`src/source/stream_skid_buffer.sv`:
```
// Two-entry pipeline stage for a valid/ready stream.
// Input ready is a flop, so the stage breaks the ready path while still
// passing one beat per cycle. T_BEAT selects the payload struct, so the
// same block serves the producer side and the merged side.

`timescale 1ns/10ps
`default_nettype none

module stream_skid_buffer #(
  parameter type T_BEAT = logic
) (
  input  logic  i_if,
  input  logic  i_rst,
  // upstream side.
  input  T_BEAT i_beat,
  input  logic  i_val,
  output logic  o_rdy,
  // downstream side.
  output T_BEAT o_beat,
  output logic  o_val,
  input  logic  i_rdy
);

  //////////////////////////////
  // storage
  //////////////////////////////

  // output register, what the consumer sees.
  T_BEAT out_beat_r;
  logic  out_val_r;

  // spare register, catches the beat in flight when the consumer stalls.
  T_BEAT spare_beat_r;
  logic  spare_val_r;

  // registered input ready.
  logic  rdy_r;

  // output register is empty or being emptied this cycle.
  logic  move_w;
  // a beat is accepted at the input this cycle.
  logic  take_w;
  // accepted beat has nowhere to go but the spare.
  logic  catch_w;

  assign move_w  = ~out_val_r | i_rdy;
  assign take_w  = rdy_r & i_val;
  assign catch_w = take_w & ~move_w;

  //////////////////////////////
  // control
  //////////////////////////////

  always_ff @(posedge i_if) begin
    if (i_rst) begin
      out_val_r   <= 1'b0;
      spare_val_r <= 1'b0;
      rdy_r       <= 1'b0;
    end else begin
      // open the input whenever the output can move next cycle.
      rdy_r <= move_w;
      if (move_w) begin
        // spare drains first to keep beat order.
        if (spare_val_r) begin
          out_val_r   <= 1'b1;
          spare_val_r <= 1'b0;
        end else begin
          out_val_r <= take_w;
        end
      end
      // stalled with a beat arriving, park it and close the input.
      if (catch_w) begin
        spare_val_r <= 1'b1;
        rdy_r       <= 1'b0;
      end
    end
  end

  //////////////////////////////
  // payload
  //////////////////////////////

  always_ff @(posedge i_if) begin
    if (move_w) begin
      out_beat_r <= spare_val_r ? spare_beat_r : i_beat;
    end
    if (catch_w) begin
      spare_beat_r <= i_beat;
    end
  end

  assign o_rdy  = rdy_r;
  assign o_beat = out_beat_r;
  assign o_val  = out_val_r;

endmodule

`default_nettype wire

```
`config.mk`:
```
export PLATFORM = sky130hd
export DESIGN_NAME = stream_skid_buffer
export DESIGN_NICKNAME = d
export VERILOG_FILES = /design/src/source/stream_skid_buffer.sv
export SDC_FILE = /design/constraint.sdc
export NUM_CORES = 1
export LEC_CHECK = 0
export BUFFER_PORTS_ARGS = -buffer_cell sky130_fd_sc_hd__buf_2
export CORE_AREA = 3 3 40 42
export DETAILED_ROUTE_END_ITERATION = 8
export DIE_AREA = 0 0 43 45
export GPL_ROUTABILITY_DRIVEN = 0
export GPL_TIMING_DRIVEN = 0
export PLACE_DENSITY = 0.38
export SYNTH_ARGS = -nofsm -noshare
export SYNTH_HDL_FRONTEND = slang
export SYNTH_SLANG_ARGS = --single-unit
```
`constraint.sdc`:
```
create_clock -name i_if -period 1.49 [get_ports i_if]
set_input_delay 0.298 -clock i_if [delete_from_list [all_inputs] [get_ports i_if]]
set_output_delay 0.298 -clock i_if [all_outputs]
set_load 0.05 [all_outputs]
```
Word-level counts from Yosys, hierarchy flattened:

Index checks and enable logic that the tools add are counted.

* register bits after elaboration: 5
* bits in latches: 0
* memory bits (writable): 0
* ROM bits: 0
* bits of input ports: 5
* output and inout bits: 3
* logic and storage cells: 16
* memories: 0

* add/sub/neg operators: 0
* $mul: 0
* div/mod/pow operators: 0
* $lt $le $gt $ge: 0
* eq/ne operators: 0
* shift-type cells: 0
* mux-type cells: 4
* bitwise logic cells: 5
* reduce and logical (&&, ||, !) cells: 2

Operators with widths (count)
* $mux W1: 4
* $and A1 B1 Y1: 2
* $not A1 Y1: 2
* $reduce_bool A2 Y1: 1
* $reduce_or A2 Y1: 1
* $or A1 B1 Y1: 1

Depth between registers and ports, before layout:

* word-level depth: 5
* depth in mapped cells: 2

Worst setup path before layout:

OpenSTA, ideal clock, no wires.

* kind: reg2reg
* start: register out_val_r, in the netlist o_val
* end: register spare_beat_r, enable pin
* library setup time: 0.299 ns
* arrival time: 0.885 ns
* data required time: 1.191 ns
* setup slack: 0.306 ns
* stages on the path, launching flop included: 3
* path buffers: 0
* clock period less this slack: 1.184 ns
* cells stage by stage: dfxtp_1 > nand2b_4 > nor2_1

* word-level cells in the longest chain between the ends: 4

RTL lines
* from (decl): line 30 `logic out_val_r;`
* from (signal assigned): line 68 `out_val_r <= take_w;`
* $not A1 Y1: line 46 `assign move_w = ~out_val_r | i_rdy;`
* $or A1 B1 Y1: line 46
* net move_w: line 40 `logic move_w;`
* $not A1 Y1: line 48 `assign catch_w = take_w & ~move_w;`
* $and A1 B1 Y1: line 48
* net catch_w: line 44 `logic catch_w;`
* to (signal assigned): line 88 `spare_beat_r <= i_beat;`
* to (decl): line 33 `T_BEAT spare_beat_r;`

The timed path passes the listed nets, and every way through them passes these cells.
A chain may end at the register's enable or synchronous reset.

Worst setup path after layout:

* start: register out_val_r, in the netlist o_val
* end: output o_val

RTL lines
* to (decl): line 20 `output logic o_val,`

No word-level cell between the ends.

==> results by group <==
Synth
  • Synth Area per Inst: between 10 and 15 µm²
  • Top cells by area, synth: dfxtp_1 (32%), edfxtp_1 (32%), mux2_4 (7.9%)
  • Xor-xnor portion of the synthesized cell area: 0
  • Yosys cell types: 9
  • Register area share after synthesis: 0.6316
  • Largest family of logic cells by synthesized area: simple AND/OR/NAND/NOR gates
  • Area share of the leading cell type in the synthesized netlist: 0.3158
  • Mapped Area: 190.2 µm²
  • Post-Synth Adder-Cell Area: 0
  • Warnings, synthesis: 0
  • #FFs+latches synth: 5
  • Simple-Gate Fraction of Synth Area: 0.2368
  • Cells after synthesis: 13
  • Leading area contributor after synthesis: dfxtp_1
  • Post-synthesis compound-gate area fraction: 0.05263
  • Syn nets: 18
  • Multiplexer area fraction after synthesis: 0.07895

Placed design
  • Pre-CTS setup slack: around 520 ps
  • Port Buffer Count: 7

Power and ir drop
  • Switching Fraction: 0.2618
  • Pwr dens: between 1000 and 1500 nW/µm²
  • Peak VDD IR: 430.9 µV
  • Internal power: 0.2652 mW
  • Clock power share: 0.456
  • Sequential share of power: 0.423
  • Lkg Pwr: 0.1194 nW
  • Final total power: 0.3593 mW
  • Gate power share: 0.121
  • P_sw: 0.09406 mW

Global route
  • Vias in the first global route: around 150
  • GRT Util Overall: 0.04933
  • First-pass GRT wire length: 607 µm
  • Initial antenna violation count: 0
  • Overflow left after global routing: 0
  • Largest net degree at the start of global routing: 6

Clock network
  • Clock Sinks: 5
  • CTS Buffer Depth: 2
  • H-tree depth: 1
  • Clock Pin Slew Worst Setup and Hold Paths: around 50 ps
  • Skew-Pair Late Insertion Delay: 240 ps
  • Post-cts resize count: 0
  • Clock root cell: clkbuf_4
  • CTS Buf Count: 3
  • CTS tree: built
  • Post-CTS repair timing setup buffer count: 0
  • Hold buffers post-CTS: 0

Finish
  • Layout cells sized above 1: 0.5833
  • Register Area: 120.1 µm²
  • Commonest non-fill, non-tap cell in the layout: buf_2
  • Ant diodes: 0
  • Nets: 30
  • Area grow syn2layout: 42.11%
  • Commonest cells after routing, fill and taps aside: buf_2 (7), clkbuf_4 (3), dfxtp_1 (3)
  • Fillers: around 150
  • Area of the multi-input gates: 70.07 µm²

Die
  • Die W: about 43 µm
  • IO Pins: 8
  • Rows: 13
  • Die Area: 1935 µm²
  • Die height: 45 µm
  • Placeable core region: roughly 1300 µm²
  • Starting Density: 0.1480

Setup path
  • Critical path data required time: 1190 ps
  • Crit end category: primary output
  • Critical path arrival: 900 ps
  • Worst path bufs/invs: 1
  • Crit path largest cell delay: ~370 ps
  • Slowest CP cell: dfxtp_1
  • Crit start category: flip-flop
  • Critical path class: reg2out
  • Critical path peak fanout: 2
  • Critical path cell sequence: buf_2
  • Crit path max-delay family: flip-flops

Detailed routing
  • Total routed wirelength: about 360 µm
  • DRT iter0 DRCs: 0
  • Via count: 138
  • WL/cell: ~9.3 µm
  • Detail Route Antenna Nets: 0
  • Avg Vias per Cell: 3.538
  • Remaining DRCs: 0
  • Pre-antenna DRT Iters: 1

STA
  • Clock skew: 1.311 ps
  • Final Hold Viols: 0
  • Final Slew Violations: 0
  • Fin crit share: 0.8012
  • RSZ-0062 raised after global routing: no
  • Slew @ Worst Pin: 249.9 ps
  • Fmax: 837.7 MHz
  • Setup TNS: 0 ps
  • Rel. slew slack: 0.8345
  • Final count of negative-setup-slack endpoints: 0
  • Fin crit period: 1194 ps
  • Final worst setup slack: 296.3 ps

Flow run
  • Max Cap Violations: 0

Run status
  • Status: finished, final reports clean

Worst hold path
  • Hold Crit Class: in2reg
[per-layer routing]
layer,global-route usage,wire [µm],vias to the layer above
met3,0.06773,79,0
met5,0,0,-
li1,-,-,66
met1,0.04390,147,61
met4,0.03614,0,0
met2,0.05389,134,11
[cell type report]
cell class | count | share of cell area
clock buffers | 4 | 0.09722
multi-input cells | 8 | 0.2593
flip-flops and latches | 5 | 0.4444
well taps | 15 | 0.06944
repair buffers | 7 | 0.1296
[cell usage after synthesis]
master	n
a21oi_1	2
nand2b_4	1
nor2_1	1
dfxtp_1	3
mux2_4	1
nor2b_4	1
nand2_1	1
nor3_2	1
edfxtp_1	2
[state kept, by name, indices dropped and copies added (netlist names)]
register,count
o_beat,1
o_rdy,1
o_val,1
spare_beat_r,1
spare_val_r,1
[kinds of logic (layout without fill, tap and decap cells)]
family,count (synthesis),after routing
multiplexers,1,1
buffers and inverters,0,11
flip-flops,5,5
AND/OR/NAND/NOR,5,5
AO/OA/AOI/OAI,2,2
[final timing paths]
kind | start | to | slack [ps] | cells past startpoint
setup / recovery | o_val | o_val | 300 | 1
setup reg to reg | spare_val_r | o_beat | 600 | 1
hold reg to reg | o_val | spare_val_r | 520 | 2
hold / removal | i_beat | spare_beat_r | 250 | 1
[metrics by stage]
stage	hold WS, ps	std cells	area (µm²)	util
2_1_floorplan	362.3	13	190.2	-
5_1_grt	236.4	39	270.3	0.2103
6_report	251.0	39	270.3	0.2103
4_1_cts	241.3	39	270.3	0.2103
3_3_place_gp	494.5	35	244.0	0.1899
3_5_place_dp	501.5	35	244.0	0.1899
[power by group through the flow]
stage / Clock [mW] / Sequential, mW / Combinational (mW)
after global routing: 0.187 / 0.152 / 0.0458
after CTS: 0.171 / 0.152 / 0.0442
after global placement: 0 / 0.154 / 0.0436
final: 0.164 / 0.152 / 0.0436
after floorplan: 0 / 0.174 / 0.0111
after detailed placement: 0 / 0.155 / 0.0436
Power figures use the tool's default switching activity.
